--- src/ooo_consts.svh ---
`ifndef OOO_CONSTS_SVH
`define OOO_CONSTS_SVH

// Datapath and tag widths
`define OOO_DATA_WIDTH 16
`define OOO_TAG_WIDTH 3

// Storage sizes
`define OOO_ROB_DEPTH 8
`define OOO_QUEUE_DEPTH 4
`define OOO_NUM_STATIONS 3
`define OOO_NUM_REGS 8

`endif
--- src/ooo_pkg.sv ---
`default_nettype none

`include "ooo_consts.svh"

package ooo_pkg;

	typedef logic [`OOO_DATA_WIDTH-1:0] lc3b_word;
	typedef logic [$clog2(`OOO_NUM_REGS)-1:0] lc3b_reg;
	typedef logic [`OOO_TAG_WIDTH-1:0] lc3b_rob_addr;

	// LC-3b opcode field, instr[15:12]
	typedef enum logic [3:0] {
		op_br   = 4'b0000,
		op_add  = 4'b0001, // Executed
		op_ldb  = 4'b0010,
		op_stb  = 4'b0011,
		op_jsr  = 4'b0100,
		op_and  = 4'b0101, // Executed
		op_ldr  = 4'b0110,
		op_str  = 4'b0111,
		op_rti  = 4'b1000,
		op_not  = 4'b1001, // Executed
		op_ldi  = 4'b1010,
		op_sti  = 4'b1011,
		op_jmp  = 4'b1100,
		op_shf  = 4'b1101,
		op_lea  = 4'b1110,
		op_trap = 4'b1111
	} lc3b_opcode;

	typedef struct packed {
		logic valid;
		lc3b_rob_addr tag; // Producing ROB entry
		lc3b_word data;
	} cdb_t;

	typedef struct packed {
		logic busy;
		lc3b_rob_addr rob_entry; // Pending writer
		lc3b_word data;
	} reg_status_t;

	// One reservation station entry
	typedef struct packed {
		lc3b_opcode op;
		lc3b_word vj;
		lc3b_word vk;
		lc3b_rob_addr qj;
		lc3b_rob_addr qk;
		logic j_ready;
		logic k_ready;
		lc3b_rob_addr dest;
	} station_issue_t;

	typedef struct packed {
		lc3b_opcode opcode;
		lc3b_reg dest;
	} rob_alloc_t;

	typedef struct packed {
		lc3b_reg dest;
		lc3b_word value;
	} retire_t;

endpackage : ooo_pkg

`default_nettype wire

--- src/ooo_issue_top.sv ---
`timescale 1ns/1ps
`default_nettype none

`include "ooo_consts.svh"

module ooo_issue_top
(
	input logic clk,
	input logic reset,
	input logic awvalid,
	input logic [31:0] awaddr,
	input logic wvalid,
	input ooo_pkg::lc3b_word wdata,
	output logic awready,
	output logic wready,
	output logic bvalid,
	output logic [1:0] bresp,
	input logic bready,
	output logic retire_valid,
	output ooo_pkg::retire_t retire,
	input logic retire_ready
);

	import ooo_pkg::*;

	lc3b_word instr;
	logic instr_valid, instr_taken;
	cdb_t cdb;
	reg_status_t sr1_status, sr2_status;
	lc3b_reg sr1, sr2, reg_dest;
	logic ld_reg_busy_dest;
	lc3b_rob_addr reg_rob_entry, rob_sr1_read_addr, rob_sr2_read_addr, rob_addr, retire_tag;
	lc3b_word rob_sr1_value_out, rob_sr2_value_out;
	logic rob_sr1_valid_out, rob_sr2_valid_out, rob_full, rob_write_enable;
	rob_alloc_t rob_alloc;
	logic [`OOO_NUM_STATIONS-1:0] station_busy, station_sel;
	logic station_write;
	station_issue_t station_issue;

	instr_axil_slave axil_i (.*);

	issue_control issue_i
	(
		.*,
		.cdb_in(cdb),
		.sr1_in(sr1_status),
		.sr2_in(sr2_status)
	);

	reg_status_file regs_i
	(
		.*,
		.sr1_out(sr1_status),
		.sr2_out(sr2_status),
		.commit_valid(retire_valid && retire_ready), // Retire handshake
		.commit(retire),
		.commit_tag(retire_tag)
	);

	alu_stations stations_i (.*, .cdb_out(cdb));

	reorder_buffer rob_i (.*, .cdb_in(cdb));

endmodule : ooo_issue_top

`default_nettype wire

--- src/reorder_buffer.sv ---
`timescale 1ns/1ps
`default_nettype none

`include "ooo_consts.svh"

module reorder_buffer
(
	input logic clk,
	input logic reset,
	input logic rob_write_enable,
	input ooo_pkg::rob_alloc_t rob_alloc,
	output ooo_pkg::lc3b_rob_addr rob_addr,
	output logic rob_full,
	input ooo_pkg::cdb_t cdb_in,
	input ooo_pkg::lc3b_rob_addr rob_sr1_read_addr,
	input ooo_pkg::lc3b_rob_addr rob_sr2_read_addr,
	output ooo_pkg::lc3b_word rob_sr1_value_out,
	output ooo_pkg::lc3b_word rob_sr2_value_out,
	output logic rob_sr1_valid_out,
	output logic rob_sr2_valid_out,
	output logic retire_valid,
	output ooo_pkg::retire_t retire,
	output ooo_pkg::lc3b_rob_addr retire_tag,
	input logic retire_ready
);

	import ooo_pkg::*;

	localparam logic [`OOO_TAG_WIDTH:0] rob_depth = `OOO_ROB_DEPTH;

	logic [`OOO_ROB_DEPTH-1:0] done;
	lc3b_reg dest [`OOO_ROB_DEPTH];
	lc3b_word value [`OOO_ROB_DEPTH];
	lc3b_rob_addr head, tail;
	logic [`OOO_TAG_WIDTH:0] count;
	logic retire_fire;

	assign rob_addr = tail; // Tag for the next issue
	assign rob_full = (count == rob_depth);

	// Operand lookups for issue
	assign rob_sr1_value_out = value[rob_sr1_read_addr];
	assign rob_sr2_value_out = value[rob_sr2_read_addr];
	assign rob_sr1_valid_out = done[rob_sr1_read_addr];
	assign rob_sr2_valid_out = done[rob_sr2_read_addr];

	assign retire_valid = (count != '0) && done[head];
	assign retire = '{dest: dest[head], value: value[head]};
	assign retire_tag = head;
	assign retire_fire = retire_valid && retire_ready;

	always_ff @(posedge clk)
	begin
		if (rob_write_enable)
			dest[tail] <= rob_alloc.dest;
		if (cdb_in.valid)
			value[cdb_in.tag] <= cdb_in.data;
		if (reset)
		begin
			done <= '0;
			head <= '0;
			tail <= '0;
			count <= '0;
		end
		else
		begin
			if (rob_write_enable)
			begin
				done[tail] <= 1'b0;
				tail <= tail + 1'b1;
			end
			if (cdb_in.valid)
				done[cdb_in.tag] <= 1'b1;
			if (retire_fire)
				head <= head + 1'b1;
			case ({rob_write_enable, retire_fire})
				2'b10: count <= count + 1'b1;
				2'b01: count <= count - 1'b1;
				default: count <= count;
			endcase
		end
	end

endmodule : reorder_buffer

`default_nettype wire

--- src/alu_stations.sv ---
`timescale 1ns/1ps
`default_nettype none

`include "ooo_consts.svh"

module alu_stations
(
	input logic clk,
	input logic reset,
	input logic station_write,
	input logic [`OOO_NUM_STATIONS-1:0] station_sel,
	input ooo_pkg::station_issue_t station_issue,
	output logic [`OOO_NUM_STATIONS-1:0] station_busy,
	output ooo_pkg::cdb_t cdb_out
);

	import ooo_pkg::*;

	localparam int idx_width = $clog2(`OOO_NUM_STATIONS);

	station_issue_t stations [`OOO_NUM_STATIONS];
	logic [`OOO_NUM_STATIONS-1:0] busy, ready;
	logic [idx_width-1:0] exec_idx;
	logic any_ready;

	function automatic lc3b_word alu(input station_issue_t s);
		case (s.op)
			op_add: return s.vj + s.vk;
			op_and: return s.vj & s.vk;
			default: return ~s.vj; // NOT
		endcase
	endfunction

	// Lowest ready index wins the CDB
	always_comb
	begin
		exec_idx = '0;
		for (int i = `OOO_NUM_STATIONS - 1; i >= 0; i--)
		begin
			ready[i] = busy[i] && stations[i].j_ready && stations[i].k_ready;
			if (ready[i])
				exec_idx = idx_width'(i);
		end
	end

	assign any_ready = |ready;
	assign station_busy = busy;

	always_ff @(posedge clk)
	begin
		cdb_out.tag <= stations[exec_idx].dest;
		cdb_out.data <= alu(stations[exec_idx]);
		for (int i = 0; i < `OOO_NUM_STATIONS; i++)
		begin
			if (station_write && station_sel[i])
				stations[i] <= station_issue;
			else
			begin
				// Snoop the bus for missing operands
				if (cdb_out.valid && !stations[i].j_ready && (stations[i].qj == cdb_out.tag))
				begin
					stations[i].vj <= cdb_out.data;
					stations[i].j_ready <= 1'b1;
				end
				if (cdb_out.valid && !stations[i].k_ready && (stations[i].qk == cdb_out.tag))
				begin
					stations[i].vk <= cdb_out.data;
					stations[i].k_ready <= 1'b1;
				end
			end
		end
		if (reset)
		begin
			busy <= '0;
			cdb_out.valid <= 1'b0;
		end
		else
		begin
			cdb_out.valid <= any_ready;
			for (int i = 0; i < `OOO_NUM_STATIONS; i++)
			begin
				if (any_ready && (exec_idx == idx_width'(i)))
					busy[i] <= 1'b0; // Freed as its result goes out
				if (station_write && station_sel[i])
					busy[i] <= 1'b1;
			end
		end
	end

endmodule : alu_stations

`default_nettype wire

--- src/reg_status_file.sv ---
`timescale 1ns/1ps
`default_nettype none

`include "ooo_consts.svh"

module reg_status_file
(
	input logic clk,
	input logic reset,
	input ooo_pkg::lc3b_reg sr1,
	input ooo_pkg::lc3b_reg sr2,
	output ooo_pkg::reg_status_t sr1_out,
	output ooo_pkg::reg_status_t sr2_out,
	input ooo_pkg::lc3b_reg reg_dest,
	input logic ld_reg_busy_dest,
	input ooo_pkg::lc3b_rob_addr reg_rob_entry,
	input logic commit_valid,
	input ooo_pkg::retire_t commit,
	input ooo_pkg::lc3b_rob_addr commit_tag
);

	import ooo_pkg::*;

	lc3b_word data [`OOO_NUM_REGS];
	lc3b_rob_addr writer [`OOO_NUM_REGS];
	logic [`OOO_NUM_REGS-1:0] busy;

	assign sr1_out = '{busy: busy[sr1], rob_entry: writer[sr1], data: data[sr1]};
	assign sr2_out = '{busy: busy[sr2], rob_entry: writer[sr2], data: data[sr2]};

	always_ff @(posedge clk)
	begin
		if (reset)
		begin
			busy <= '0;
			for (int i = 0; i < `OOO_NUM_REGS; i++)
			begin
				data[i] <= '0;
				writer[i] <= '0;
			end
		end
		else
		begin
			if (commit_valid)
			begin
				data[commit.dest] <= commit.value;
				// A younger writer keeps the register busy
				if (writer[commit.dest] == commit_tag)
					busy[commit.dest] <= 1'b0;
			end
			if (ld_reg_busy_dest) // Issue overrides the retire clear
			begin
				busy[reg_dest] <= 1'b1;
				writer[reg_dest] <= reg_rob_entry;
			end
		end
	end

endmodule : reg_status_file

`default_nettype wire

--- src/issue_control.sv ---
`timescale 1ns/1ps
`default_nettype none

`include "ooo_consts.svh"

module issue_control
(
	input logic clk,
	input logic reset,
	input ooo_pkg::lc3b_word instr,
	input logic instr_valid,
	output logic instr_taken,
	input ooo_pkg::cdb_t cdb_in,
	input ooo_pkg::reg_status_t sr1_in,
	input ooo_pkg::reg_status_t sr2_in,
	output ooo_pkg::lc3b_reg sr1,
	output ooo_pkg::lc3b_reg sr2,
	output ooo_pkg::lc3b_reg reg_dest,
	output logic ld_reg_busy_dest,
	output ooo_pkg::lc3b_rob_addr reg_rob_entry,
	output ooo_pkg::lc3b_rob_addr rob_sr1_read_addr,
	output ooo_pkg::lc3b_rob_addr rob_sr2_read_addr,
	input ooo_pkg::lc3b_word rob_sr1_value_out,
	input ooo_pkg::lc3b_word rob_sr2_value_out,
	input logic rob_sr1_valid_out,
	input logic rob_sr2_valid_out,
	input logic rob_full,
	input ooo_pkg::lc3b_rob_addr rob_addr,
	output logic rob_write_enable,
	output ooo_pkg::rob_alloc_t rob_alloc,
	input logic [`OOO_NUM_STATIONS-1:0] station_busy,
	output logic station_write,
	output logic [`OOO_NUM_STATIONS-1:0] station_sel,
	output ooo_pkg::station_issue_t station_issue
);

	import ooo_pkg::*;

	lc3b_opcode opcode;
	lc3b_reg dest_reg;
	lc3b_word imm5;
	logic use_imm;
	logic j_ready, k_ready;
	lc3b_word vj, vk;
	lc3b_rob_addr qj, qk;

	// Register file first, then the CDB, then a finished ROB entry
	function automatic void resolve_operand(
		input reg_status_t status,
		input lc3b_word rob_value,
		input logic rob_valid,
		input cdb_t cdb,
		output logic ready,
		output lc3b_word value,
		output lc3b_rob_addr tag
	);
		ready = 1'b1;
		value = status.data;
		tag = '0;
		if (status.busy)
		begin
			if (cdb.valid && (cdb.tag == status.rob_entry))
				value = cdb.data;
			else if (rob_valid)
				value = rob_value;
			else
			begin
				ready = 1'b0; // Wait on the producer's tag
				value = '0;
				tag = status.rob_entry;
			end
		end
	endfunction

	assign opcode = lc3b_opcode'(instr[15:12]);
	assign dest_reg = instr[11:9];
	assign sr1 = instr[8:6];
	assign sr2 = instr[2:0];
	assign imm5 = {{11{instr[4]}}, instr[4:0]};
	assign use_imm = instr[5] || (opcode == op_not);

	assign rob_sr1_read_addr = sr1_in.rob_entry;
	assign rob_sr2_read_addr = sr2_in.rob_entry;

	// Lowest clear bit of the busy vector
	assign station_sel = ~station_busy & (station_busy + 1'b1);
	assign instr_taken = instr_valid && !rob_full && (station_sel != '0);

	always_comb
	begin
		resolve_operand(sr1_in, rob_sr1_value_out, rob_sr1_valid_out, cdb_in, j_ready, vj, qj);
		if (use_imm)
		begin
			k_ready = 1'b1;
			vk = imm5;
			qk = '0;
		end
		else
			resolve_operand(sr2_in, rob_sr2_value_out, rob_sr2_valid_out, cdb_in,
				k_ready, vk, qk);
	end

	assign station_write = instr_taken;
	assign station_issue = '{op: opcode, vj: vj, vk: vk, qj: qj, qk: qk,
		j_ready: j_ready, k_ready: k_ready, dest: rob_addr};

	assign rob_write_enable = instr_taken;
	assign rob_alloc = '{opcode: opcode, dest: dest_reg};

	// Rename the destination to the new ROB tag
	assign reg_dest = dest_reg;
	assign ld_reg_busy_dest = instr_taken;
	assign reg_rob_entry = rob_addr;

endmodule : issue_control

`default_nettype wire

--- src/instr_axil_slave.sv ---
`timescale 1ns/1ps
`default_nettype none

`include "ooo_consts.svh"

module instr_axil_slave
(
	input logic clk,
	input logic reset,
	input logic awvalid,
	input logic [31:0] awaddr, // Ignored
	input logic wvalid,
	input ooo_pkg::lc3b_word wdata,
	output logic awready,
	output logic wready,
	output logic bvalid,
	output logic [1:0] bresp,
	input logic bready,
	output ooo_pkg::lc3b_word instr,
	output logic instr_valid,
	input logic instr_taken
);

	import ooo_pkg::*;

	localparam int ptr_width = $clog2(`OOO_QUEUE_DEPTH);
	localparam logic [ptr_width:0] queue_depth = `OOO_QUEUE_DEPTH;

	lc3b_word queue [`OOO_QUEUE_DEPTH];
	logic [ptr_width-1:0] head, tail;
	logic [ptr_width:0] count;
	lc3b_opcode wr_opcode;
	logic executable, handshake, push, pop;

	assign wr_opcode = lc3b_opcode'(wdata[15:12]);
	assign executable = (wr_opcode == op_add) || (wr_opcode == op_and) || (wr_opcode == op_not);
	assign handshake = awready && awvalid && wvalid;
	assign push = handshake && executable; // Refused words never enter the queue
	assign pop = instr_taken && instr_valid;

	assign wready = awready;
	assign instr = queue[head];
	assign instr_valid = (count != '0);

	always_ff @(posedge clk)
	begin
		if (push)
			queue[tail] <= wdata;
		if (reset)
		begin
			awready <= 1'b0;
			bvalid <= 1'b0;
			bresp <= 2'b00;
			head <= '0;
			tail <= '0;
			count <= '0;
		end
		else
		begin
			// Single-cycle ready pulse, blocked while a response is pending
			awready <= awvalid && wvalid && !awready && !bvalid && (count != queue_depth);
			if (handshake)
			begin
				bvalid <= 1'b1;
				bresp <= executable ? 2'b00 : 2'b10; // OKAY or SLVERR
			end
			else if (bready)
				bvalid <= 1'b0;
			if (push)
				tail <= tail + 1'b1;
			if (pop)
				head <= head + 1'b1;
			case ({push, pop})
				2'b10: count <= count + 1'b1;
				2'b01: count <= count - 1'b1;
				default: count <= count;
			endcase
		end
	end

endmodule : instr_axil_slave

`default_nettype wire

--- config.mk ---
export PLATFORM = sky130hd
export DESIGN_NAME = ooo_issue_top
export DESIGN_NICKNAME = d
export VERILOG_FILES = /design/src/ooo_pkg.sv /design/src/ooo_issue_top.sv /design/src/reorder_buffer.sv /design/src/alu_stations.sv /design/src/reg_status_file.sv /design/src/issue_control.sv /design/src/instr_axil_slave.sv
export VERILOG_INCLUDE_DIRS = /design/src /design/src/src
export SDC_FILE = /design/constraint.sdc
export NUM_CORES = 1
export LEC_CHECK = 0
export BUFFER_PORTS_ARGS = -buffer_cell sky130_fd_sc_hd__buf_2
export CAP_MARGIN = 20
export CELL_PAD_IN_SITES_DETAIL_PLACEMENT = 0
export CELL_PAD_IN_SITES_GLOBAL_PLACEMENT = 1
export CORE_MARGIN = 2
export CORE_UTILIZATION = 50
export CTS_CLUSTER_DIAMETER = 200
export DETAILED_ROUTE_END_ITERATION = 10
export PLACE_DENSITY = 0.81
export SYNTH_ARGS = -nofsm -noshare
export SYNTH_HDL_FRONTEND = slang
export SYNTH_SLANG_ARGS = --single-unit
--- constraint.sdc ---
create_clock -name clk -period 11.05 [get_ports clk]
set_clock_uncertainty 0.1 [all_clocks]
set_input_delay 1.105 -clock clk [delete_from_list [all_inputs] [get_ports clk]]
set_output_delay 1.105 -clock clk [all_outputs]
set_load 0.02 [all_outputs]
==> out/metrics.cfg <==
[route]
viasPerCell = 6.535
detailroute.via_count = 20720
wire_per_inst_um = 26.05
first_pass_iters = 6
antenna_left = 0
first_iter_violations = 2223
drc = 0
drt_wl_total_um = 82590

[yosys]
syn_inst = 2356
ys_seq_area_share_pct = 55.67
synth_edf_count = 507
yosysUniqueCellTypes = 70
avgSynthCellArea_sq_um = 12.62
async_flop_share_pct = 0
ys_warn_count = 0
synth_top_area_cell = edfxtp_1
synthesis.area_sq_um = 29720
synth_area_leaders = edfxtp_1 51%, mux4_2 9.6%, mux2i_1 5.1%
synth_top_flop_cell = edfxtp_1
synth_top_area_share_pct = 51.23
synthesis.nets = 2439
synth_seq_cells = 573

[setup_path]
crit_family = simple AND/OR/NAND/NOR gates
critPathKind = reg2reg
critPathCapture = stations_i.stations[2][15]
ff2ff_path_depth = 10
cp.arrival_ps = 6000
cp-end-kind = flip-flop
crit_fanout = 37
critPathSlowestCell = dfxtp_1
cp_slowest_stage_delay_ps = 890
crit_buf_inv = 3
r2r_slack_ps = 5390
cp.depth = 10
cp_cell_sequence = mux4_2, buf_4, inv_2, mux2i_1, nand3b_1, nand2_1, a2111oi_4, buf_4, nand3_1, o221ai_1
timing.rr.end = stations_i.stations[2][15]
cp.required_ps = 11400
cp_common_cell = buf_4
start_kind = flip-flop

[floorplanning]
pin_count = 79
dieArea_sq_um = 61410
num_rows = 89
dieWidth_um = 247.8
dieHeight_um = 247.8
start_util_pct = 50.45
core_area_sq_um = 58910

[global_routing]
grt_first_pass_wirelength_um = 123900
grt.total_usage_pct = 26.97
grt_max_degree = 71
antenna_found_initial = 0
overflow = 0
first_global_vias = 20430

[timing]
timing.final.crit_share_pct = 51.20
final-hold-violation-count = 0
slew_headroom_pct = 25.24
slew_viol_final = 0
setup_viol = 0
rsz0062_at_grt = no
fmax_mhz = 176.8
finalSetupTns_ps = 0
tightest_slew_ps = 1121
period_minus_slack_ps = 5657
setup_ws_ps = 5393

[placement]
port_buffers = 45
place_ws_ps = 5346
gp_congestion = 0.9337
hpwl_um = 54530

[pwr]
switchingPower_mw = 2.887
power.share.sequential_pct = 38.5
vdd_ir_drop_max_uv = 132.1
p_clk_share_pct = 26.5
p_int_mw = 5.010
comb_power_share_pct = 35.0
p_leak_nw = 11.26
swShare_pct = 36.56
power_density_nw_per_um2 = 241.1

[clock_tree]
clock_latency_ps = 640
cts_resized = 0
cts_tree = done
cts_buffer_depth = 3
cts_hold_buf = 0
cts.clk_slew.worst_paths_ps = 60
cts_root_buffer = clkbuf_16
numCtsBuffers = 59
post-cts-setup-buffer-count = 0
cts.sinks = 573
htree_levels = 2

[finish]
num-fill-cells = 4673
layout.nets = 2432
syn_to_final_growth_pct = 10.23
multiInputGateArea_sq_um = 12310
n_antenna_cell = 0
regArea_sq_um = 16550
reg_top3 = stations_i.stations: 141 flops, regs_i.data: 128 flops, rob_i.value: 128 flops
largest-register = stations_i.stations
final_cell_mix = 507 x edfxtp_1, 245 x nor2_1, 161 x nand2_1
drive_gt1_share_pct = 17.31
layout_commonest_cell = edfxtp_1
largest_reg_flops = 141

[hold_path]
hold_path_class = reg2reg

[status]
status = finished clean

[flow_run]
drv_cap = 0

[power by group through the flow]
stage | Sequential, mW | Clock [mW] | Combinational (mW)
3_5_place_dp | 3.08 | 0 | 2.69
2_1_floorplan | 2.94 | 0 | 1.97
4_1_cts | 3.04 | 2.11 | 2.70
6_report | 3.04 | 2.09 | 2.76
5_1_grt | 3.08 | 2.19 | 2.98
3_3_place_gp | 3.06 | 0 | 2.63
[worst min path at each step]
stage / from / to / slack (ps) / depth (start not counted)
floorplan: axil_i.count[2] / axil_i.awready / 340 / 1
global placement: axil_i.count[2] / axil_i.awready / 370 / 1
detailed placement: axil_i.count[2] / axil_i.awready / 370 / 1
CTS: axil_i.bvalid / axil_i.bvalid / 390 / 2
global route: axil_i.bvalid / axil_i.bvalid / 410 / 2
finish: axil_i.bvalid / axil_i.bvalid / 390 / 2
[Yosys cell counts, types with 6 or more instances]
cell type	count
a311oi_1	6
nand2b_1	16
nor3_1	26
nor3b_1	6
nand2_1	162
a221oi_1	23
mux2_2	46
ha_1	26
o221ai_1	53
o21ai_1	6
buf_1	24
a211oi_1	30
edfxtp_1	507
nor4_1	8
or2_2	8
dfxtp_1	66
inv_1	49
a22oi_1	52
a31oi_1	29
buf_2	27
or3_1	18
clkbuf_1	110
a21oi_2	9
xnor2_1	18
nor2_1	254
xor2_1	26
a21oi_1	103
o21ai_0	44
and3_1	25
nand4_1	17
a32oi_1	22
nor2b_1	7
mux4_2	127
o31ai_1	50
buf_4	6
and2_1	54
mux2i_1	151
nand3b_1	6
nand3_1	78
[metal layers]
metal | vias up | part of all wire [%] | global-route usage (%)
met4 | 0 | 3.3 | 9.845
met3 | 217 | 10 | 7.472
met1 | 10320 | 39 | 34.86
met5 | - | 0 | 0
met2 | 1042 | 47 | 43.62
li1 | 9137 | - | -
[worst register-to-register path, cell delays in order, from the launching register on]
cell	delay, ps
dfxtp_1	890
mux4_2	350
buf_4	520
inv_2	370
mux2i_1	630
nand3b_1	410
nand2_1	610
a2111oi_4	520
buf_4	340
nand3_1	390
o221ai_1	350
[logic make-up (layout without fill, tap and decap cells)]
kind of cell	Yosys count	after routing	synth area share [%]
other	1	1	0.01262
adder cells (fa/ha/maj)	29	29	1.297
buffers and inverters	225	266	3.157
AO/OA/AOI/OAI	464	464	11.11
flip-flops	573	573	55.67
XOR/XNOR	44	44	1.297
AND/OR/NAND/NOR	692	692	10.79
multiplexers	328	328	16.67
[per-stage QoR]
step | instances | util, % | hold WS (ps) | power (mW) | instance area (sq um)
after floorplan | 2356 | - | 343.7 | 4.914 | 29720
after global placement | 3051 | 51.97 | 367.7 | 5.682 | 30620
after detailed placement | 3055 | 52.02 | 369.3 | 5.762 | 30650
after CTS | 3164 | 55.47 | 391.6 | 7.845 | 32680
after global routing | 3170 | 55.61 | 407.9 | 8.252 | 32760
final | 3170 | 55.61 | 386.7 | 7.897 | 32760
[layout make-up]
cell class / instances / share of cell area, %
clock inverters: 30 / 1.363
clock buffers: 79 / 4.831
well taps: 773 / 2.952
inverters: 53 / 0.6073
multi-input cells: 1558 / 37.57
flip-flops and latches: 573 / 50.52
repair buffers: 104 / 2.162
Power figures use the tool's default switching activity.
